File: src/common/rv_pkg.sv
`default_nettype none

package rv_pkg;

    typedef logic [63:0] word_t;    // register, pc and memory word
    typedef logic [31:0] inst_t;
    typedef logic [4:0]  reg_idx_t;

    typedef enum logic [2:0] {
        ALU_ADD,
        ALU_SUB,
        ALU_AND,
        ALU_OR,
        ALU_SLT
    } alu_op_e;

    typedef enum logic [1:0] {
        FWD_RF,     // value read in decode
        FWD_MEM,    // EX/MEM result
        FWD_WB      // MEM/WB result
    } fwd_sel_e;

    typedef enum logic [1:0] {
        WB_ALU,
        WB_MEM,
        WB_PC4
    } wb_sel_e;

    localparam logic [6:0] OP_REG    = 7'b0110011;
    localparam logic [6:0] OP_IMM    = 7'b0010011;
    localparam logic [6:0] OP_LOAD   = 7'b0000011;
    localparam logic [6:0] OP_STORE  = 7'b0100011;
    localparam logic [6:0] OP_BRANCH = 7'b1100011;
    localparam logic [6:0] OP_JAL    = 7'b1101111;

    localparam logic [2:0] F3_BEQ    = 3'b000;
    localparam logic [2:0] F3_BNE    = 3'b001;
    localparam logic [2:0] F3_ADD    = 3'b000;
    localparam logic [2:0] F3_SLT    = 3'b010;
    localparam logic [2:0] F3_OR     = 3'b110;
    localparam logic [2:0] F3_AND    = 3'b111;
    localparam logic [2:0] F3_DOUBLE = 3'b011;    // ld / sd width

    localparam logic [6:0] F7_SUB    = 7'b0100000;

    localparam word_t RESET_PC = 64'h0;
    localparam inst_t NOP_INST = 32'h00000013;   // addi x0, x0, 0

endpackage

`default_nettype wire

File: src/mem_wb_stage.sv
`timescale 1ns/100ps
`default_nettype none

module mem_wb_stage import rv_pkg::*; (
    input  logic     clk,
    input  logic     rst_n,
    input  word_t    mem_addr,
    input  word_t    mem_wdata,
    input  word_t    mem_result,
    input  reg_idx_t mem_rd,
    input  logic     mem_reg_write,
    input  logic     mem_mem_read,
    input  logic     mem_mem_write,
    input  wb_sel_e  mem_wb_sel,
    input  word_t    data_in,
    output word_t    addr_out,
    output word_t    data_out,
    output logic     mem_write,
    output logic     wb_en,
    output reg_idx_t wb_rd,
    output word_t    wb_data
);

    word_t   load_q, result_q;
    wb_sel_e wb_sel_q;

    assign addr_out  = mem_addr;
    assign data_out  = mem_wdata;
    assign mem_write = mem_mem_write;

    always_ff @(posedge clk) begin
        if (!rst_n) begin
            wb_en <= 1'b0;
            wb_rd <= '0;
        end else begin
            wb_en <= mem_reg_write;
            wb_rd <= mem_rd;
        end
    end

    always_ff @(posedge clk) begin
        result_q <= mem_result;
        wb_sel_q <= mem_wb_sel;
        if (mem_mem_read) begin
            load_q <= data_in;    // combinational memory read
        end
    end

    always_comb begin
        case (wb_sel_q)
            WB_MEM:  wb_data = load_q;
            default: wb_data = result_q;    // alu or link, picked in EX
        endcase
    end

    a_store_aligned : assert property (@(posedge clk) disable iff (!rst_n)
        mem_write |-> addr_out[2:0] == 3'b000);

endmodule

`default_nettype wire

File: config.mk
export PLATFORM = sky130hd
export DESIGN_NAME = mem_wb_stage
export DESIGN_NICKNAME = d
export VERILOG_FILES = /design/src/common/rv_pkg.sv /design/src/mem_wb_stage.sv
export SDC_FILE = /design/constraint.sdc
export NUM_CORES = 1
export LEC_CHECK = 0
export BUFFER_PORTS_ARGS = -buffer_cell sky130_fd_sc_hd__clkbuf_2
export CORE_AREA = 2 2 180 182
export DETAILED_ROUTE_END_ITERATION = 12
export DIE_AREA = 0 0 182 184
export HOLD_SLACK_MARGIN = 0.1
export PLACE_DENSITY = 0.51
export SETUP_SLACK_MARGIN = 0.05
export SYNTH_ARGS = -nofsm -noshare
export SYNTH_HDL_FRONTEND = slang
export SYNTH_SLANG_ARGS = --single-unit
File: constraint.sdc
create_clock -name clk -period 2 [get_ports clk]
set_clock_uncertainty 0.15 [all_clocks]
set_input_delay 0.4 -clock clk [delete_from_list [all_inputs] [get_ports clk]]
set_output_delay 0.4 -clock clk [all_outputs]
set_load 0.005 [all_outputs]
==> results.ini <==
[cts]
cts_tree = built
cts.sinks = 136
htree_levels = 4
cts-root-buf = clkbuf_16
cts_buffers = 17
clockBufferDepth = 2
cts.clk_slew.worst_paths_ps = 60

[logic_synthesis]
ys_ff_latch = 136
synth.largest_area_cell = edfxtp_1
yosysWarnings = 0
synthCells = 343
avgSynthCellArea_sq_um = 15.9
synth_top_area_share_pct = 35.1
synth_cell_types = 8
synth_nets = 611
synth_area_sq_mm = 0.00547
synth.area.top_cells = edfxtp_1 (35%), dfxtp_1 (26%), buf_4 (18%)
ys_seq_area_share_pct = 61.5

[detailed_routing]
wl_per_cell_um = 19.6
viasPerCell = 3.31
dr.first_iter.drc_count = 61
first_pass_iters = 4
final_antenna_net_count = 0
drc = 0
wl_um = 19700
vias = 3332

[floorplanning]
die_x_um = 182
start_util_pct = 17.4
pin_count = 467
die_y_um = 184
core_area_sq_mm = 0.0314
num_rows = 65
dieArea_sq_mm = 0.0335

[critical_path]
crit_slowest_cell = dfxtp_2
cp_cell_sequence = nor2b_4 -> buf_12 -> buf_12 -> mux2_4 -> clkbuf_2
cp-start-kind = register
crit_required_ps = 1450
worstSetupEndpointType = output port
crit_fanout = 10
cp_common_cell = buf_12
crit_arrival_ps = 1650
cp_top_family = buffers and inverters
worst-path-buf-inv = 3
critical_path_class = register to output port
cp_slowest_stage_delay_ps = 310

[global_route]
grt.met2_usage_pct = 21.5
use_met3_pct = 9.29
grt_overflow = 0
grt_use_total_pct = 11.4
grt_max_degree = 65
grt_pass1_vias = 3804
met1_usage_pct = 7.76
antenna_found_initial = 0
grt_busiest_layer = met2
grt_pass1_wl_um = 26300

[placement]
place.gp.congestion = 0.740
dp_hpwl_um = 15200
preCtsSetupSlack_ps = 169
port-buffer-count = 208

[layout]
n_fill_cell = 3248
final_cell_mix = clkbuf_2 (204), dlygate4sd3_1 (142), dfxtp_1 (71), mux2_4 (64), edfxtp_1 (64)
final_nets = 859
drive_gt1_share_pct = 52.8
syn_to_final_growth_pct = 49.6
final_common_cell = clkbuf_2
antenna_cells = 0

[run]
maxCapViolCount = 0

[timing]
fmax_ghz = 0.455
rsz0062_at_grt = yes
relSlewSlack_pct = 71.8
finalSetupTns_ps = -11240
min_period_ps = 2200
hold_violations = 0
whs_ps = 358
period_share_pct = 110
worst_pin_slew_ps = 423
drv_slew = 0
setup_viol_count_final = 64
setup_ws_ps = -199

[pwr]
leakage_nw = 3.61
pwr_density_cell_mw_per_mm2 = 838
vdd.ir_drop.worst_uv = 693

[outcome]
status = complete, but fails checks
violations = negative setup slack

[min_path]
hold_path.class = input port to register

-- sequential cells by signal (all words and copies together) (netlist names) --
register,flops
wb_sel_q,2
wb_en,1
load_q,64
result_q,64
wb_rd,5
-- routing by layer --
| layer | share of wire, % | wire (um) |
|---|---|---|
| met5 | 0 | 0 |
| met4 | 2.7 | 534 |
| met3 | 18 | 3640 |
| met2 | 54 | 10600 |
| met1 | 25 | 4920 |
-- logic make-up after synthesis --
kind of cell           synth area share (%)
buffers and inverters                  20.3
DFF                                    61.5
and+or+nand+nor                       0.938
muxes                                  17.3
-- path summary, 6_finish.rpt --
path,start,endpoint,cells after the start
worst min-delay path,mem_mem_read,load_q[45],2
worst max-delay path,wb_sel_q[0],wb_data[36],5
-- synthesized netlist by cell type --
| cell type | n |
|---|---|
| buf_4 | 129 |
| and2_1 | 6 |
| buf_12 | 7 |
| dfxtp_1 | 72 |
| nor2b_4 | 1 |
| edfxtp_1 | 64 |
| mux2_4 | 60 |
| mux2_2 | 4 |
-- metrics by stage --
stage / total power [mW] / std cells / cell area [sq um] / util [%]
2_1_floorplan: 3.68 / 343 / 5470 / -
3_3_place_gp: 3.78 / 825 / 6030 / 19.2
3_5_place_dp: 3.79 / 825 / 6030 / 19.2
4_1_cts: 6.94 / 1004 / 8100 / 25.8
5_1_grt: 7.16 / 1006 / 8180 / 26.1
6_report: 6.85 / 1006 / 8180 / 26.1
-- area by class of cell --
type | instances | area [sq um] | area share [%]
clock buffer | 21 | 472 | 5.77
clock inverter | 11 | 72.6 | 0.887
multi-input combinational | 71 | 1010 | 12.4
sequential | 136 | 3360 | 41.1
tap | 402 | 503 | 6.15
timing repair buffer | 365 | 2760 | 33.7
-- report_power, final --
group	switching, mW	internal (mW)	leakage, nW
Clock	1.17	1.68	0.268
Combinational	0.270	0.570	2.11
Sequential	0.0532	3.11	1.23
-- repair_timing --
action,CTS,global route
setup buffers,3,0
setup endpoints to repair,64,64
cloned,2,2
hold buffers,142,0
hold endpoints to repair,136,0
gates resized for setup,10,9
(Power assumes the default switching activity.)
