===== config.mk =====
export PLATFORM = sky130hd
export DESIGN_NAME = hazard_unit
export DESIGN_NICKNAME = d
export VERILOG_FILES = /design/src/common/rv_pkg.sv /design/src/hazard_unit.sv
export SDC_FILE = /design/constraint.sdc
export NUM_CORES = 1
export LEC_CHECK = 0
export ABC_AREA = 1
export BUFFER_PORTS_ARGS = -buffer_cell sky130_fd_sc_hd__buf_2
export CAP_MARGIN = 20
export CORE_MARGIN = 1
export CORE_UTILIZATION = 38
export DETAILED_ROUTE_END_ITERATION = 8
export PLACE_DENSITY = 0.87
export SYNTH_ARGS = -nofsm -noshare
export SYNTH_HDL_FRONTEND = slang
export SYNTH_SLANG_ARGS = --single-unit

===== constraint.sdc =====
create_clock -name vclk -period 0.8
set_clock_uncertainty 0.15 [all_clocks]
set_input_delay 0.16 -clock vclk [all_inputs]
set_output_delay 0.16 -clock vclk [all_outputs]
set_load 0.05 [all_outputs]

===== src/common/rv_pkg.sv =====
`default_nettype none

package rv_pkg;

    typedef logic [63:0] word_t;    // register, pc and memory word
    typedef logic [31:0] inst_t;
    typedef logic [4:0]  reg_idx_t;

    typedef enum logic [2:0] {
        ALU_ADD,
        ALU_SUB,
        ALU_AND,
        ALU_OR,
        ALU_SLT
    } alu_op_e;

    typedef enum logic [1:0] {
        FWD_RF,     // value read in decode
        FWD_MEM,    // EX/MEM result
        FWD_WB      // MEM/WB result
    } fwd_sel_e;

    typedef enum logic [1:0] {
        WB_ALU,
        WB_MEM,
        WB_PC4
    } wb_sel_e;

    localparam logic [6:0] OP_REG    = 7'b0110011;
    localparam logic [6:0] OP_IMM    = 7'b0010011;
    localparam logic [6:0] OP_LOAD   = 7'b0000011;
    localparam logic [6:0] OP_STORE  = 7'b0100011;
    localparam logic [6:0] OP_BRANCH = 7'b1100011;
    localparam logic [6:0] OP_JAL    = 7'b1101111;

    localparam logic [2:0] F3_BEQ    = 3'b000;
    localparam logic [2:0] F3_BNE    = 3'b001;
    localparam logic [2:0] F3_ADD    = 3'b000;
    localparam logic [2:0] F3_SLT    = 3'b010;
    localparam logic [2:0] F3_OR     = 3'b110;
    localparam logic [2:0] F3_AND    = 3'b111;
    localparam logic [2:0] F3_DOUBLE = 3'b011;    // ld / sd width

    localparam logic [6:0] F7_SUB    = 7'b0100000;

    localparam word_t RESET_PC = 64'h0;
    localparam inst_t NOP_INST = 32'h00000013;   // addi x0, x0, 0

endpackage

`default_nettype wire


===== src/hazard_unit.sv =====
`timescale 1ns/100ps
`default_nettype none

module hazard_unit import rv_pkg::*; (
    input  reg_idx_t rs1_idx,
    input  reg_idx_t rs2_idx,
    input  reg_idx_t ex_rs1_idx,
    input  reg_idx_t ex_rs2_idx,
    input  reg_idx_t ex_rd,
    input  reg_idx_t mem_rd,
    input  reg_idx_t wb_rd,
    input  logic     ex_mem_read,
    input  logic     mem_reg_write,
    input  logic     wb_reg_write,
    output logic     stall,
    output fwd_sel_e fwd_a,
    output fwd_sel_e fwd_b
);

    logic load_dest;

    function automatic fwd_sel_e pick_source(reg_idx_t src, reg_idx_t m_rd, logic m_we,
                                             reg_idx_t w_rd, logic w_we);
        if (src == '0) return FWD_RF;
        if (m_we && m_rd == src) return FWD_MEM;    // youngest result wins
        if (w_we && w_rd == src) return FWD_WB;
        return FWD_RF;
    endfunction

    assign load_dest = ex_mem_read && ex_rd != '0;
    assign stall     = load_dest && (ex_rd == rs1_idx || ex_rd == rs2_idx);

    assign fwd_a = pick_source(ex_rs1_idx, mem_rd, mem_reg_write, wb_rd, wb_reg_write);
    assign fwd_b = pick_source(ex_rs2_idx, mem_rd, mem_reg_write, wb_rd, wb_reg_write);

endmodule

`default_nettype wire


==> summary.txt <==
Route
  • Drt drc: 0
  • ANT nets after route: 0
  • Vias per cell: approximately 5.3
  • Via count: about 930
  • DR pass1 iterations: 4
  • Routed WL: ~2600 µm
  • Iter 0 DRT Violations: between 40 and 50
  • WL/cell: 14.5 µm

Critical path
  • Startpoint types: primary input
  • Critical path's top delay family: simple AND/OR/NAND/NOR gates
  • WP depth: 6
  • Crit path DAT: ~1.1 ns
  • CP Max Fanout: 4
  • CP max stage delay: around 0.25 ns
  • Crit-path cells: buf_6, inv_4, or2_0, nand4_1, nor3_4, buf_6
  • Setup crit end kind: primary output
  • CP Buf/Inv Count: 3
  • CP most frequent cell: buf_6
  • Crit path max-delay cell type: nor3_4
  • CP Data Required Time: slightly below 0.5 ns
  • Kind of critical path: primary input to primary output

Global routing
  • Initial antenna violation count: 0
  • Largest net degree at the start of global routing: 5
  • GR Overflow Total: 0
  • Vias in the first global route: about 760
  • Global-route wire length before repair: 2790 µm
  • Global Route Usage Sum: 24.5%

STA
  • Worst slew pin tran: 0.252 ns
  • Final Hold Vio Count: 0
  • Final Critical Period: around 1.4 ns
  • Final period util: 174%
  • Fmax achieved: 720 MHz
  • Setup TNS: -2.74 ns
  • Final setup violation count: 5
  • Headroom to the max-slew limit: 83.1%
  • Worst setup slack after layout: -0.590 ns
  • Pins Over Slew Limit: 0
  • RSZ-0062 raised after global routing: yes

Power
  • Reg power frac: 0%
  • Lkg Pwr: slightly below 0.6 nW
  • Overall power after layout: between 0.6 and 0.7 mW
  • Pwr dens: between 500 and 600 mW/mm²
  • Clock group share of total power: 0%
  • Sw frac: 50.4%
  • Switching power total: between 0.3 and 0.4 mW
  • Maximum VDD drop: 344 µV
  • Combinational share of power: between 90% and 100%
  • Internal cell power: 0.304 mW

Floorplanning
  • I/O pin count: 43
  • Rows: 13
  • DIE HEIGHT: about 40 µm
  • Core Region: 0.00133 mm²
  • Initial Util: just over 40%
  • Die area: 0.00161 mm²
  • DIE WIDTH: 40.2 µm

Cells and area
  • Fill count: 75
  • FFs & Latches: 0
  • Most common cell after layout, fill and taps aside: nand2_1
  • Seq. cell area: 0 µm²
  • Syn-to-layout area delta: 111%
  • Most frequent cells in the layout: 33 x nand2_1, 17 x buf_6, 16 x buf_2, 12 x inv_2, 9 x nand2_2
  • Fin nets: 202
  • Non-Filler Instances: around 180
  • CLK BUF: 0
  • Antenna Cells: 0
  • Layout cell share with drive strength beyond 1: 55.6%
  • Final Core Density: 87.5%

Min path
  • Worst hold stages: 4
  • Worst min path class: primary input to primary output

Placed design
  • Placed cells: between 150 and 200
  • # port buffers: 43
  • Routability cong.: 0.858
  • Dpl hpwl: 1560 µm

Synthesis
  • Post-synth design cell area: 553 µm²
  • Synth cell types: 17
  • Yosys warns: 0
  • Seq/Total Area, Yosys: 0%
  • Post-Syn Instances: around 120
  • Avg Cell Area, Syn: 4.81 µm²
  • Syn Nets: 153

Status
  • Outcome: finished, violations left
  • Failing checks: setup timing

Clock tree
  • CTS Hold Bufs: 0

Run
  • MaxCap Viol Count: 0
[cells in the mapped netlist]
master,number,area (µm²)
nor3_2,2,20.0
o21ai_0,2,10.0
nand4_1,5,31.3
nand2_1,42,158
a21oi_1,3,15.0
inv_2,3,11.3
nand2_2,1,6.26
o21a_1,1,7.51
xor2_1,1,8.76
nand3b_1,3,22.5
inv_1,20,75.1
xnor2_1,10,87.6
or2_1,2,12.5
nand3_1,4,20.0
or2_0,2,12.5
nor2_1,12,45.0
nor3_1,2,10.0
[cell type report]
class | count | area, µm² | share of cell area [%]
Multi-Input combinational cell | 92 | 593 | 50.8
Inverter | 23 | 114 | 9.75
Timing Repair Buffer | 47 | 442 | 37.8
Tap cell | 15 | 18.8 | 1.61
[through the flow]
step | hold slack [ns] | cell area (µm²) | worst slack (ns)
2_1_floorplan | 0.386 | 627 | -0.440
3_3_place_gp | 0.626 | 883 | -0.638
3_5_place_dp | 0.634 | 883 | -0.677
4_1_cts | 0.584 | 980 | -0.559
5_1_grt | 0.639 | 1170 | -0.642
6_report | 0.603 | 1170 | -0.590
[what timing repair did]
item	in CTS	in global routing
resized for setup	30	55
pin swaps	14	37
setup buffers	0	1
setup endpoints to repair	5	5
[routing by layer]
layer | global-route usage [%] | part of all wire (%) | up-vias
met5 | 0 | 0 | -
met4 | 1.72 | 3.1 | 0
met3 | 0 | 6.4 | 12
met2 | 52.0 | 55 | 57
met1 | 27.0 | 35 | 416
li1 | - | - | 448
[cells by family after synthesis]
| kind of cell | after synthesis | synth area share (%) |
|---|---|---|
| AND/OR/NAND/NOR | 75 | 61.1 |
| AO/OA/AOI/OAI | 6 | 5.88 |
| XOR/XNOR | 11 | 17.4 |
| buffers and inverters | 23 | 15.6 |
[path summary, 6_finish.rpt]
path / startpoint / endpoint / slack (ns)
min: ex_mem_read / stall / 0.60
max: mem_rd[0] / fwd_a[0] / -0.59
[power by group through the flow]
stage	clock network (mW)	registers (mW)	logic, mW
final	0	0	0.612
after global routing	0	0	0.656
after CTS	0	0	0.473
after detailed placement	0	0	0.428
after global placement	0	0	0.411
after floorplan	0	0	0.239
No activity file was read; power rests on OpenSTA's default activity.
