<file path="config.mk">
export PLATFORM = sky130hd
export DESIGN_NAME = fetch_stage
export DESIGN_NICKNAME = d
export VERILOG_FILES = /design/src/common/rv_pkg.sv /design/src/fetch_stage.sv
export SDC_FILE = /design/constraint.sdc
export NUM_CORES = 1
export LEC_CHECK = 0
export ABC_AREA = 0
export BUFFER_PORTS_ARGS = -buffer_cell sky130_fd_sc_hd__clkbuf_2
export CORE_MARGIN = 1
export CORE_UTILIZATION = 49
export DETAILED_ROUTE_END_ITERATION = 16
export GPL_ROUTABILITY_DRIVEN = 0
export PLACE_DENSITY_LB_ADDON = 0.1
export SYNTH_ARGS = -nofsm -noshare
export SYNTH_HDL_FRONTEND = slang
export SYNTH_SLANG_ARGS = --single-unit
</file>
<file path="constraint.sdc">
create_clock -name clk -period 3.3 [get_ports clk]
set_input_delay 0.33 -clock clk [delete_from_list [all_inputs] [get_ports clk]]
set_output_delay 0.33 -clock clk [all_outputs]
set_load 0.01 [all_outputs]
</file>
<file path="src/common/rv_pkg.sv">
`default_nettype none

package rv_pkg;

    typedef logic [63:0] word_t;    // register, pc and memory word
    typedef logic [31:0] inst_t;
    typedef logic [4:0]  reg_idx_t;

    typedef enum logic [2:0] {
        ALU_ADD,
        ALU_SUB,
        ALU_AND,
        ALU_OR,
        ALU_SLT
    } alu_op_e;

    typedef enum logic [1:0] {
        FWD_RF,     // value read in decode
        FWD_MEM,    // EX/MEM result
        FWD_WB      // MEM/WB result
    } fwd_sel_e;

    typedef enum logic [1:0] {
        WB_ALU,
        WB_MEM,
        WB_PC4
    } wb_sel_e;

    localparam logic [6:0] OP_REG    = 7'b0110011;
    localparam logic [6:0] OP_IMM    = 7'b0010011;
    localparam logic [6:0] OP_LOAD   = 7'b0000011;
    localparam logic [6:0] OP_STORE  = 7'b0100011;
    localparam logic [6:0] OP_BRANCH = 7'b1100011;
    localparam logic [6:0] OP_JAL    = 7'b1101111;

    localparam logic [2:0] F3_BEQ    = 3'b000;
    localparam logic [2:0] F3_BNE    = 3'b001;
    localparam logic [2:0] F3_ADD    = 3'b000;
    localparam logic [2:0] F3_SLT    = 3'b010;
    localparam logic [2:0] F3_OR     = 3'b110;
    localparam logic [2:0] F3_AND    = 3'b111;
    localparam logic [2:0] F3_DOUBLE = 3'b011;    // ld / sd width

    localparam logic [6:0] F7_SUB    = 7'b0100000;

    localparam word_t RESET_PC = 64'h0;
    localparam inst_t NOP_INST = 32'h00000013;   // addi x0, x0, 0

endpackage

`default_nettype wire

</file>
<file path="src/fetch_stage.sv">
`timescale 1ns/100ps
`default_nettype none

module fetch_stage import rv_pkg::*; (
    input  logic  clk,
    input  logic  rst_n,
    input  logic  stall,
    input  logic  redirect,
    input  word_t redirect_pc,
    input  inst_t inst,
    output word_t pc_out,
    output inst_t id_inst,
    output word_t id_pc,
    output logic  id_valid
);

    always_ff @(posedge clk) begin
        if (!rst_n) begin
            pc_out   <= RESET_PC;
            id_inst  <= NOP_INST;
            id_valid <= 1'b0;
        end else if (redirect) begin     // taken branch or jal in EX
            pc_out   <= redirect_pc;
            id_inst  <= NOP_INST;
            id_valid <= 1'b0;
        end else if (!stall) begin
            pc_out   <= pc_out + 64'd4;
            id_inst  <= inst;
            id_valid <= 1'b1;
        end
    end

    always_ff @(posedge clk) begin
        if (!stall) begin
            id_pc <= pc_out;
        end
    end

    a_pc_aligned : assert property (@(posedge clk) disable iff (!rst_n)
        pc_out[1:0] == 2'b00);

endmodule

`default_nettype wire

</file>
==> summary.txt <==
Pwr
  – Switch share: 23.0%
  – Max IR drop VDD: 0.377 mV
  – Share of total power in sequential cells: 47.1%
  – Total chip power: 4920 µW
  – Net switching power figure: roughly 1100 µW
  – Leakage power: approximately 0.0038 µW
  – Share of power burned in the clock network: 43.7%
  – Share of total power in combinational logic: 9.2%
  – Power density normalized to cell area: 554 nW/µm²
  – Internal power of the cells: 3790 µW

Detailed routing
  – Per-cell routed wire length: 17.3 µm
  – Starting DRT DRC Count: 393
  – Total routed wirelength: 18.5 mm
  – Routed vias: about 6100
  – First-pass detailed-route iteration total: 5
  – DRC Markers: 0
  – Remaining antenna violation count after routing: 0
  – Number of vias per cell: 5.70

Critical path
  – Worst Path Buf+Inv: 0
  – Crit-path slowest cell: or4b_1
  – Capturing element type of the critical path: flip-flop
  – Data required time at the worst endpoint: 3650 ps
  – Type of origin of the critical path: flip-flop
  – Worst-path cell chain: ha_1, and4b_1, nand4_4, or4b_1, or4_1, a31oi_1
  – Kind of cell adding the most delay to the critical path: simple AND/OR/NAND/NOR gates
  – Crit path largest cell delay: 750 ps
  – Critical Path AT: approximately 3100 ps
  – Largest fanout of any net on the critical path: 16
  – Critical path type: flip-flop to flip-flop

STA
  – Final min period: 2790 ps
  – Fin. max-slew vios: 0
  – Tightest slew margin relative to the limit: 41.8%
  – Clk_skew: between 7 and 8 ps
  – Actual transition at the worst max-transition pin: 873 ps
  – Final clock period utilization by the worst path: about 85%
  – Setup repair after global routing missed its margin: false
  – Count of endpoints failing setup in the final report: 0
  – Final-report hold violation count: 0
  – Max Clk Rate: 0.358 GHz
  – Summed negative setup slack over all endpoints: 0 ps

Global routing
  – Pin count of the biggest net entering global routing: 94
  – Grt total ovfl: 0
  – Wire length of the first global-routing pass: 29.1 mm
  – Vias in the first global route: around 5800
  – Number of antenna violations at the first check in global routing: 1
  – Total global-route track usage: 25.9%

Clocking
  – Number of post-CTS setup repair buffers: 0
  – Cts bufs inserted: 17
  – Hold bufs inserted after CTS: 0
  – TritonCTS sink count: about 160
  – Clock latency of the later-clocked register in the worst-skew pair: between 400 and 500 ps
  – CTS root buffer: clkbuf_16
  – Deepest clock path buffer count: 2
  – Htree depth: 4
  – CTS tree: built
  – Clock-pin slew of the registers on the worst-case setup and hold paths: roughly 60 ps
  – Cells resized by post-CTS repair: 0

Min path
  – HP Class: input pin to flip-flop

Synth
  – Area share of the largest cell type after synthesis: 28.4%
  – Top cells by area, synth: dfxtp_1 28%, edfxtp_1 28%, mux2i_1 5.1%
  – Number of different library cells in the post-synthesis netlist: 50
  – Synthesis warning total: 0
  – Post-Syn Area per Cell: 10.8 µm²
  – Synthesized Nets: 735
  – Cell area after synthesis: 6830 µm²
  – Number of enable flip-flop cells after synthesis: 64
  – Top cell type by total area after synthesis: dfxtp_1
  – Gate count after technology mapping: 634
  – Commonest register cell after synthesis: dfxtp_1
  – Ranking of synthesized cells by instance count: 97 x dfxtp_1, 64 x edfxtp_1, 53 x o21ai_0, 37 x nor2_1, 35 x mux2i_1
  – Proportion of register bits with asynchronous set or reset after synthesis: 0%
  – Part of the Yosys area used for sequential elements: 56.6%
  – Most used standard cell by instance count after synthesis: dfxtp_1
  – Flops & latches, synth: 161

Floorplanning
  – Die outline height: around 120 µm
  – Area inside the core boundary: 13400 µm²
  – Num ports: 261
  – DIE WIDTH: 120 µm
  – Starting density of the core: 50.9%
  – Standard-cell rows: 42
  – DIE AREA: 14400 µm²

Finish
  – Final instance area: 8880 µm²
  – Layout-stage area growth over the synthesis result: 30.0%
  – Area of the multi-input gates: 2750 µm²
  – Ant. Diodes: 0
  – Number of filler instances in the final layout: ~1100
  – Reg area: 3860 µm²
  – Proportion of layout cells with a drive suffix above 1: 34.8%
  – Number of nets in the layout: 980

Place
  – HPWL reported at the end of detailed placement: 13.4 mm
  – Post-detailed-placement cell area: 8230 µm²
  – Buffers added on ports: 260

Outcome
  – Status: finished clean

Job
  – Number of maximum-capacitance violations: 0
-- final cells by class --
type	count	area share, %
clock buffers	22	5.24
clock inverters	10	2.04
inverters	8	0.338
multi-input cells	422	31.0
flip-flops and latches	161	43.5
well taps	176	2.48
repair buffers	269	15.4
-- stage by stage --
stage	worst slack (ps)	util, %	hold slack (ps)	instances
2_1_floorplan	918	-	455	634
3_3_place_gp	669	61.4	436	1036
3_5_place_dp	547	61.4	446	1036
4_1_cts	508	66.2	111	1068
5_1_grt	352	66.2	126	1068
6_report	506	66.2	123	1068
-- sequential cells by signal (all words and copies together), names as in the netlist --
| name | flops |
|---|---|
| id_pc | 64 |
| pc_out | 64 |
| id_inst | 32 |
| id_valid | 1 |
-- kinds of logic after synthesis --
kind of cell / share of synthesized area [%]
AO/OA/AOI/OAI: 12.4
flip-flops: 56.6
adder cells (fa/ha/maj): 0.183
XOR/XNOR: 3.72
AND/OR/NAND/NOR: 18.8
buffers and inverters: 3.15
multiplexers: 5.13
-- layout by cell type, fill, tap and decap left out, types with 22 or more instances in the layout --
cell type,instances
clkbuf_2,260
a31oi_1,25
nand2_1,32
dfxtp_1,97
nand3_1,27
nor2_1,37
nand4_1,22
o21ai_0,53
edfxtp_1,64
mux2i_1,35
-- final timing paths --
check | from | endpoint | slack, ps | depth (start not counted)
hold reg to reg | id_valid | id_valid | 460 | 1
hold / removal | inst[4] | id_inst[4] | 120 | 3
setup reg to reg | pc_out[2] | pc_out[60] | 510 | 6
setup / recovery | pc_out[2] | pc_out[60] | 510 | 6
-- worst register-to-register path: stages (launching register included) --
cell	delay, ps
dfxtp_1	440
ha_1	220
and4b_1	410
nand4_4	150
or4b_1	750
or4_1	590
a31oi_1	170
-- power by group through the flow --
stage          clock (µW)  sequential (µW)  combinational, µW
3_3_place_gp            0             2350                451
2_1_floorplan           0             2390                183
4_1_cts              2170             2320                459
3_5_place_dp            0             2360                457
5_1_grt              2250             2330                500
6_report             2150             2320                454
-- layer usage --
layer,vias to the layer above,wire [µm],global-route usage [%]
met5,-,13,0
met4,2,549,11.9
met3,42,1420,7.27
met2,274,8900,43.2
met1,2895,7650,30.8
li1,2878,-,-
(Power assumes the default switching activity.)
