File: src/common/rv_pkg.sv
`default_nettype none

package rv_pkg;

    typedef logic [63:0] word_t;    // register, pc and memory word
    typedef logic [31:0] inst_t;
    typedef logic [4:0]  reg_idx_t;

    typedef enum logic [2:0] {
        ALU_ADD,
        ALU_SUB,
        ALU_AND,
        ALU_OR,
        ALU_SLT
    } alu_op_e;

    typedef enum logic [1:0] {
        FWD_RF,     // value read in decode
        FWD_MEM,    // EX/MEM result
        FWD_WB      // MEM/WB result
    } fwd_sel_e;

    typedef enum logic [1:0] {
        WB_ALU,
        WB_MEM,
        WB_PC4
    } wb_sel_e;

    localparam logic [6:0] OP_REG    = 7'b0110011;
    localparam logic [6:0] OP_IMM    = 7'b0010011;
    localparam logic [6:0] OP_LOAD   = 7'b0000011;
    localparam logic [6:0] OP_STORE  = 7'b0100011;
    localparam logic [6:0] OP_BRANCH = 7'b1100011;
    localparam logic [6:0] OP_JAL    = 7'b1101111;

    localparam logic [2:0] F3_BEQ    = 3'b000;
    localparam logic [2:0] F3_BNE    = 3'b001;
    localparam logic [2:0] F3_ADD    = 3'b000;
    localparam logic [2:0] F3_SLT    = 3'b010;
    localparam logic [2:0] F3_OR     = 3'b110;
    localparam logic [2:0] F3_AND    = 3'b111;
    localparam logic [2:0] F3_DOUBLE = 3'b011;    // ld / sd width

    localparam logic [6:0] F7_SUB    = 7'b0100000;

    localparam word_t RESET_PC = 64'h0;
    localparam inst_t NOP_INST = 32'h00000013;   // addi x0, x0, 0

endpackage

`default_nettype wire

File: src/decode/decode_stage.sv
`timescale 1ns/100ps
`default_nettype none

module decode_stage import rv_pkg::*; (
    input  logic     clk,
    input  logic     rst_n,
    input  inst_t    id_inst,
    input  word_t    id_pc,
    input  logic     id_valid,
    input  logic     stall,
    input  logic     redirect,
    input  word_t    rs1_data,
    input  word_t    rs2_data,
    output reg_idx_t rs1_idx,
    output reg_idx_t rs2_idx,
    output word_t    ex_pc,
    output word_t    ex_imm,
    output word_t    ex_rs1_data,
    output word_t    ex_rs2_data,
    output reg_idx_t ex_rs1_idx,
    output reg_idx_t ex_rs2_idx,
    output reg_idx_t ex_rd,
    output alu_op_e  ex_alu_op,
    output wb_sel_e  ex_wb_sel,
    output logic     ex_alu_src_imm,
    output logic     ex_reg_write,
    output logic     ex_mem_read,
    output logic     ex_mem_write,
    output logic     ex_branch,
    output logic     ex_branch_ne,
    output logic     ex_jal,
    output logic     ex_valid
);

    logic [6:0] opcode, funct7;
    logic [2:0] funct3;
    word_t      imm_i, imm_s, imm_b, imm_j, dec_imm;
    alu_op_e    dec_alu_op;
    wb_sel_e    dec_wb_sel;
    logic       use_rs1, use_rs2, dec_alu_src_imm, dec_reg_write;
    logic       dec_mem_read, dec_mem_write, dec_branch, dec_branch_ne, dec_jal;
    logic       bubble;

    assign opcode = id_inst[6:0];
    assign funct3 = id_inst[14:12];
    assign funct7 = id_inst[31:25];

    assign imm_i = {{52{id_inst[31]}}, id_inst[31:20]};
    assign imm_s = {{52{id_inst[31]}}, id_inst[31:25], id_inst[11:7]};
    assign imm_b = {{51{id_inst[31]}}, id_inst[31], id_inst[7], id_inst[30:25],
                    id_inst[11:8], 1'b0};
    assign imm_j = {{43{id_inst[31]}}, id_inst[31], id_inst[19:12], id_inst[20],
                    id_inst[30:21], 1'b0};

    always_comb begin
        use_rs1         = 1'b0;
        use_rs2         = 1'b0;
        dec_imm         = imm_i;
        dec_alu_op      = ALU_ADD;
        dec_wb_sel      = WB_ALU;
        dec_alu_src_imm = 1'b0;
        dec_reg_write   = 1'b0;
        dec_mem_read    = 1'b0;
        dec_mem_write   = 1'b0;
        dec_branch      = 1'b0;
        dec_branch_ne   = 1'b0;
        dec_jal         = 1'b0;
        case (opcode)
            OP_REG: begin
                use_rs1       = 1'b1;
                use_rs2       = 1'b1;
                dec_reg_write = 1'b1;
                if (funct3 == F3_ADD && funct7 == F7_SUB) begin
                    dec_alu_op = ALU_SUB;
                end else if (funct7 != 7'b0) begin
                    dec_reg_write = 1'b0;    // unsupported, retire as nop
                end else begin
                    case (funct3)
                        F3_ADD:  dec_alu_op = ALU_ADD;
                        F3_SLT:  dec_alu_op = ALU_SLT;
                        F3_OR:   dec_alu_op = ALU_OR;
                        F3_AND:  dec_alu_op = ALU_AND;
                        default: dec_reg_write = 1'b0;
                    endcase
                end
            end
            OP_IMM: begin
                use_rs1         = (funct3 == F3_ADD);
                dec_alu_src_imm = 1'b1;
                dec_reg_write   = (funct3 == F3_ADD);    // addi only
            end
            OP_LOAD: begin
                use_rs1         = (funct3 == F3_DOUBLE);
                dec_alu_src_imm = 1'b1;
                dec_reg_write   = (funct3 == F3_DOUBLE);
                dec_mem_read    = (funct3 == F3_DOUBLE);
                dec_wb_sel      = WB_MEM;
            end
            OP_STORE: begin
                use_rs1         = (funct3 == F3_DOUBLE);
                use_rs2         = (funct3 == F3_DOUBLE);
                dec_imm         = imm_s;
                dec_alu_src_imm = 1'b1;
                dec_mem_write   = (funct3 == F3_DOUBLE);
            end
            OP_BRANCH: begin
                use_rs1       = (funct3 == F3_BEQ || funct3 == F3_BNE);
                use_rs2       = use_rs1;
                dec_imm       = imm_b;
                dec_alu_op    = ALU_SUB;
                dec_branch    = use_rs1;
                dec_branch_ne = (funct3 == F3_BNE);
            end
            OP_JAL: begin
                dec_imm       = imm_j;
                dec_reg_write = 1'b1;
                dec_jal       = 1'b1;
                dec_wb_sel    = WB_PC4;    // link value
            end
            default: ;
        endcase
    end

    // unused source fields read as x0 so they never stall or forward
    assign rs1_idx = use_rs1 ? id_inst[19:15] : '0;
    assign rs2_idx = use_rs2 ? id_inst[24:20] : '0;

    assign bubble = stall || redirect || !id_valid;

    always_ff @(posedge clk) begin
        if (!rst_n || bubble) begin
            ex_valid     <= 1'b0;
            ex_reg_write <= 1'b0;
            ex_mem_read  <= 1'b0;
            ex_mem_write <= 1'b0;
            ex_branch    <= 1'b0;
            ex_branch_ne <= 1'b0;
            ex_jal       <= 1'b0;
            ex_rd        <= '0;
            ex_rs1_idx   <= '0;
            ex_rs2_idx   <= '0;
        end else begin
            ex_valid     <= 1'b1;
            ex_reg_write <= dec_reg_write;
            ex_mem_read  <= dec_mem_read;
            ex_mem_write <= dec_mem_write;
            ex_branch    <= dec_branch;
            ex_branch_ne <= dec_branch_ne;
            ex_jal       <= dec_jal;
            ex_rd        <= id_inst[11:7];
            ex_rs1_idx   <= rs1_idx;
            ex_rs2_idx   <= rs2_idx;
        end
    end

    always_ff @(posedge clk) begin
        ex_pc          <= id_pc;
        ex_imm         <= dec_imm;
        ex_rs1_data    <= rs1_data;
        ex_rs2_data    <= rs2_data;
        ex_alu_op      <= dec_alu_op;
        ex_wb_sel      <= dec_wb_sel;
        ex_alu_src_imm <= dec_alu_src_imm;
    end

    a_no_load_store : assert property (@(posedge clk) disable iff (!rst_n)
        !(ex_mem_read && ex_mem_write));

endmodule

`default_nettype wire

File: config.mk
export PLATFORM = sky130hd
export DESIGN_NAME = decode_stage
export DESIGN_NICKNAME = d
export VERILOG_FILES = /design/src/common/rv_pkg.sv /design/src/decode/decode_stage.sv
export SDC_FILE = /design/constraint.sdc
export NUM_CORES = 1
export LEC_CHECK = 0
export ABC_AREA = 1
export BUFFER_PORTS_ARGS = -buffer_cell sky130_fd_sc_hd__buf_4
export CAP_MARGIN = 20
export CORE_AREA = 3 3 201 203
export CTS_BUF_LIST = sky130_fd_sc_hd__clkbuf_16
export DETAILED_ROUTE_END_ITERATION = 10
export DIE_AREA = 0 0 204 206
export PLACE_DENSITY = 0.36
export SLEW_MARGIN = 0
export SYNTH_ARGS = -nofsm -noshare
export SYNTH_HDL_FRONTEND = slang
export SYNTH_SLANG_ARGS = --single-unit
export TNS_END_PERCENT = 5
File: constraint.sdc
create_clock -name clk -period 3.6 [get_ports clk]
set_clock_uncertainty 0.05 [all_clocks]
set_input_delay 0.36 -clock clk [delete_from_list [all_inputs] [get_ports clk]]
set_output_delay 0.36 -clock clk [all_outputs]
set_load 0.02 [all_outputs]
==> results.cfg, run 1 <==
[synth]
synth_seq_cells = 241
synth.yosys.warnings = 0
avg_synthesized_cell_area_um2 = 13.6
postSynthCellCount = 429
synth.yosys.seq_area_share = 0.824
syn_nets = 658
number_of_enable_type_register_cells_in_the_synthesized_netlist = 0
synth_cell_type_count = 26
postSynth.asyncResetShare = 0
netlist_area_mm2 = 0.00585
ys.flop_type = sky130_fd_sc_hd__dfxtp_1

[timing]
setup_viol_count_final = 0
max_freq_mhz = 391
finalWorstSetupSlack_ps = 1040
fin_worst_hold_slack_ps = 41.2
final.min_clock_period_ps = 2560
final-max-slew-violation-count = 0
fin_crit_sh = 0.711
hold_viol_final = 0
timing.slew.headroom = 0.402
worst-slew-pin-transition_ps = 898
rsz_0062_raised_after_global_routing = false
setup_total_negative_slack_ps = 0

[routing]
drt-vias-per-instance = 3.26
drc = 0
wire_per_inst_um = 15.3
highest-signal-layer = met4
finalWirelength_um = 26000
wl_met3_um = 2020
drt_pre_antenna_iters = 4
ant_nets = 0
detailroute.wirelength.met2_um = 14200
dr.first_iter.drc_count = 123
wirelength_met1_um = 8980
detailroute.via_count = 5511

[layout]
finish.cell_count_without_fillers = 1693
layout-drive-gt1-share = 0.497
syn_to_final_growth_pct = 125
finalNetCount = 1381
fillers = 3891

[global_route]
antenna_found_initial = 1
grt_pass1_wl_um = 35600
globalRouteTotalUtil = 0.112
grt_max_degree = 45
grt_remaining_overflow = 0
first_global_vias = 5707

[die]
fp-row-count = 72
die_height_um = 206
design.die.area_mm2 = 0.0420
floorplan.die.width_um = 204
start_util = 0.151
num_io_pins = 523
placeableCoreArea_mm2 = 0.0386

[clock_network]
h-tree-depth = 1
number_of_clock_buffers_inserted_by_tritoncts = 28
ctsResizeCount = 0
cts_setup_buffers = 0
clock_sinks = 241
clk_root_buffer_cell = sky130_fd_sc_hd__clkbuf_16
cts-root-to-sink-buffers = 3
number_of_hold_buffers_added_after_cts = 215
tritoncts = built
clkSlewWorstSetupHoldPaths_ps = 60

[power]
relative_contribution_of_the_clock_network_to_total_power = 0.426
internal_power_mw = 4.96
power.leakage_nw = 6.35
ir_worst_vdd_mv = 0.293
comb_power_share = 0.137
sw_ratio = 0.238
seq_power_share = 0.437
power_per_standard_cell_area_mw_per_mm2 = 495
net-switching-power_mw = 1.55

[placed_design]
gp_congestion = 0.747
dpl.hpwl_um = 19900
place_inst = 1425
port-buffer-count = 522
worst_slack_after_detailed_placement_ps = 1640

[critical_path]
worst_endpoint_required_time_ps = 3190
critical_path.max_fanout = 10
cpMaxStageDelayCell = sky130_fd_sc_hd__dlygate4sd3_1
worst_setup_path_start_kind = input pin
timing.critical_path.slowest_cell_delay_ps = 560
critical_path_cell_sequence = dlygate4sd3_1 -> buf_4 -> inv_1 -> nand2_1 -> nor2_1 -> nand3_1 -> nand2_1 -> nor2_8 -> nor2_1 -> buf_4
critPathTopFamily = buffers and inverters
critical_path_buf_inv_count = 4
criticalPathCategory = input pin to primary output
endpoint_kind = primary output
cp_data_arrival_time_ps = 2150

[run]
cap_viol_max_count = 0

[min_path]
hold_path_class = input pin to flip-flop

[outcome]
outcome = completed
flip-flops by register name, indices dropped and copies added (netlist names), 2 cells and up:
name / cells
ex_alu_op: 3
ex_imm: 21
ex_pc: 64
ex_rd: 5
ex_rs1_data: 64
ex_rs1_idx: 5
ex_rs2_data: 64
ex_rs2_idx: 5
ex_wb_sel: 2
placed cells by master, fill, tap and decap left out, drive strengths merged:
| cell | count |
|---|---|
| nor4 | 1 |
| clkbuf | 29 |
| a21oi | 1 |
| nor3 | 10 |
| buf | 523 |
| nand3b | 1 |
| o211ai | 1 |
| o31ai | 1 |
| diode | 1 |
| clkinv | 13 |
| dfxtp | 241 |
| o21ai | 13 |
| bufinv | 3 |
| nand2 | 33 |
| clkinvlp | 2 |
| inv | 39 |
| nand3 | 10 |
| nor2 | 35 |
| dlygate4sd3 | 215 |
| nand4 | 3 |
per-layer routing:
layer	global-route usage	vias up
li1	-	2743
met1	0.117	2483
met2	0.215	244
met3	0.0324	41
met4	0.0376	0
met5	0	-
synthesized netlist by cell type (2+ instances only):
master                      n  share of area
sky130_fd_sc_hd__buf_4     43          0.055
sky130_fd_sc_hd__nand2_1   30          0.019
sky130_fd_sc_hd__inv_1     27          0.017
sky130_fd_sc_hd__nor3_1     4         0.0034
sky130_fd_sc_hd__nor2_2     2         0.0021
sky130_fd_sc_hd__nand2_2    2         0.0021
sky130_fd_sc_hd__inv_2      6         0.0038
sky130_fd_sc_hd__nor2_1    31          0.020
sky130_fd_sc_hd__o21ai_0   13          0.011
sky130_fd_sc_hd__nand4_1    3         0.0032
sky130_fd_sc_hd__nor3_2     5         0.0086
sky130_fd_sc_hd__nand3_1    9         0.0077
sky130_fd_sc_hd__dfxtp_1  241           0.82
power groups by stage:
stage                     registers [mW]  clock network, mW  logic, mW
final                               2.85               2.77      0.890
after global routing                2.86               2.99      0.939
after CTS                           2.84               2.91      0.902
after detailed placement            2.90                  0      0.700
after global placement              2.90                  0      0.701
after floorplan                     3.06                  0     0.0977
final cells by class:
cell class              instances  area, um^2  share of cell area
repair buffers                738        6080               0.462
flip-flops and latches        241        4830               0.367
clock buffers                  29         726              0.0551
well taps                     518         648              0.0493
multi-input cells             109         568              0.0432
clock inverters                23         183              0.0139
inverters                      34         128             0.00970
diodes                          1        2.50            0.000190
path summary, 6_finish.rpt:
| path | start | endpoint | slack [ps] | depth (start not counted) |
|---|---|---|---|---|
| worst min-delay path | id_inst[20] | ex_rs2_idx[0]$_SDFF_PN0_ | 40 | 3 |
| worst max-delay path | id_inst[14] | rs1_idx[4] | 1040 | 10 |
cells by family (layout without fill, tap and decap cells):
family | after synthesis | in the layout | synth area share
buffers and inverters | 79 | 824 | 0.0785
and+or+nand+nor | 93 | 93 | 0.0825
other | 0 | 1 | 0
DFF | 241 | 241 | 0.824
AOI/OAI and AO/OA | 16 | 16 | 0.0145
per-stage QoR:
step	cell area, um^2	total power, mW	utilization
floorplan	5850	3.16	-
global route	13200	6.79	0.340
detailed placement	10100	3.60	0.261
CTS	13200	6.66	0.340
finish	13200	6.51	0.340
global placement	10100	3.60	0.261
Power figures use the tool's default switching activity.
==> run 2, diff against run 1 <==
Settings changed: CORE_AREA 3 3 201 203 to 3 3 200 202, DIE_AREA 0 0 204 206 to 0 0 203 205.
Clock period 3.6 ns to 2.45 ns, I/O delays scaled along.
==> results.cfg, run 2 (synthesized netlist as in run 1, its figures left out) <==
[timing]
max_freq_mhz = 439
rsz_0062_raised_after_global_routing = false
setup_total_negative_slack_ps = 0
final.min_clock_period_ps = 2280
fin_crit_sh = 0.930
setup_viol_count_final = 0
final-max-slew-violation-count = 0
timing.slew.headroom = 0.476
hold_viol_final = 0
worst-slew-pin-transition_ps = 783

[layout]
finalNetCount = 1400
finalCoreUtilization = 0.346
syn_to_final_growth_pct = 128
most_common_cell_after_layout_fill_and_taps_aside = sky130_fd_sc_hd__buf_4
finish.cell_count_without_fillers = 1710
fillers = 3885
layout-drive-gt1-share = 0.490
largest_registers_in_the_final_layout = ex_pc x64, ex_rs1_data x64, ex_rs2_data x64
num_antenna_cells = 0
most_frequent_cells_in_the_layout = sky130_fd_sc_hd__buf_4, sky130_fd_sc_hd__dfxtp_1, sky130_fd_sc_hd__dlygate4sd3_1, sky130_fd_sc_hd__inv_1, sky130_fd_sc_hd__nor2_1

[die]
fp-row-count = 72
design.die.area_mm2 = 0.0416
start_util = 0.152
floorplan.die.width_um = 203
num_io_pins = 523
placeableCoreArea_mm2 = 0.0385
die_height_um = 205

[power]
power_per_standard_cell_area_mw_per_mm2 = 717
total_power_mw = 9.54
power.leakage_nw = 6.43
ir_worst_vdd_mv = 0.426

[min_path]
whs_endpoint = ex_imm[11]$_DFF_P_
hp-start = id_inst[2]
worstHoldPathCells = 5
hold_path_class = input pin to flip-flop

[placed_design]
port-buffer-count = 522
dpl.hpwl_um = 20400
place_inst = 1426
gp_congestion = 0.757

[clock_network]
ctsResizeCount = 0
clk_root_buffer_cell = sky130_fd_sc_hd__clkbuf_16
clock_sinks = 241
number_of_hold_buffers_added_after_cts = 232
cts_setup_buffers = 0
h-tree-depth = 1
tritoncts = built
clkSlewWorstSetupHoldPaths_ps = 60
number_of_clock_buffers_inserted_by_tritoncts = 29
cts-root-to-sink-buffers = 3

[global_route]
grt_remaining_overflow = 0
grt_pass1_wl_um = 37700
first_global_vias = 5964
grt_max_degree = 45
antenna_found_initial = 0
globalRouteTotalUtil = 0.118

[outcome]
outcome = completed

[critical_path]
worst_setup_path_start_kind = input pin
timing.critical_path.slowest_cell_delay_ps = 550
critical_path_cell_sequence = dlygate4sd3_1 -> buf_4 -> inv_1 -> nand2_1 -> nor2_1 -> nand3_1 -> nand2_1 -> nor2_8 -> nor2_1 -> buf_4
cpMaxStageDelayCell = sky130_fd_sc_hd__dlygate4sd3_1
endpoint_kind = primary output
critical_path_buf_inv_count = 4
critPathTopFamily = buffers and inverters
cp_data_arrival_time_ps = 1980
worst_endpoint_required_time_ps = 2150
criticalPathCategory = input pin to primary output
critical_path.max_fanout = 10

[routing]
drt-vias-per-instance = 3.33
drt_pre_antenna_iters = 6
wire_per_inst_um = 15.5
drc = 0
detailroute.via_count = 5697
finalWirelength_um = 26400
ant_nets = 0
dr.first_iter.drc_count = 157

[run]
cap_viol_max_count = 0
-- run 2: cell count changes in the layout (fill, tap and decap cells not counted), sizes merged --
cell / before / now
buf: 523 / 524
bufinv: 3 / 2
dlygate4sd3: 215 / 232
clkinv: 13 / 14
clkinvlp: 2 / 0
inv: 39 / 41
diode: 1 / 0
-- run 2: power by group --
group | switching, mW | internal, mW
clock network | 1.68 | 2.35
registers | 0.0555 | 4.11
logic | 0.594 | 0.751
total | 2.33 | 7.21
-- run 2: metal layers --
metal,up-vias,part of all wire,wire length (um),track usage
li1,2776,-,-,-
met1,2615,0.37,9720,0.133
met2,261,0.53,14100,0.217
met3,45,0.072,1920,0.0315
met4,0,0.027,712,0.0374
met5,-,0,0,0
-- run 2: cell type report --
type | count | area, um^2 | share of cell area
clock inverters | 23 | 164 | 0.0123
inverters | 34 | 128 | 0.00959
clock buffers | 29 | 726 | 0.0545
well taps | 518 | 648 | 0.0487
multi-input cells | 109 | 568 | 0.0427
flip-flops and latches | 241 | 4820 | 0.362
repair buffers | 756 | 6260 | 0.470
-- run 2: worst max-delay path by stage --
stage | startpoint | endpoint | slack, ps | cells after the start
after floorplan | ex_imm[20]$_DFF_P_ | ex_imm[21] | 770 | 1
after global placement | id_inst[2] | rs2_idx[3] | 760 | 9
after detailed placement | id_inst[2] | rs2_idx[4] | 740 | 9
after CTS | id_inst[14] | rs1_idx[1] | 150 | 10
after global routing | id_inst[14] | rs1_idx[1] | 7 | 10
final | id_inst[14] | rs1_idx[1] | 170 | 10
-- run 2: stage by stage --
stage                     hold slack, ps  setup slack [ps]  area, um^2
after floorplan                      223               768        5850
after global placement               299               760       10100
after detailed placement             300               740       10100
after CTS                            111               150       13300
after global routing                 154              7.07       13300
final                                144               171       13300
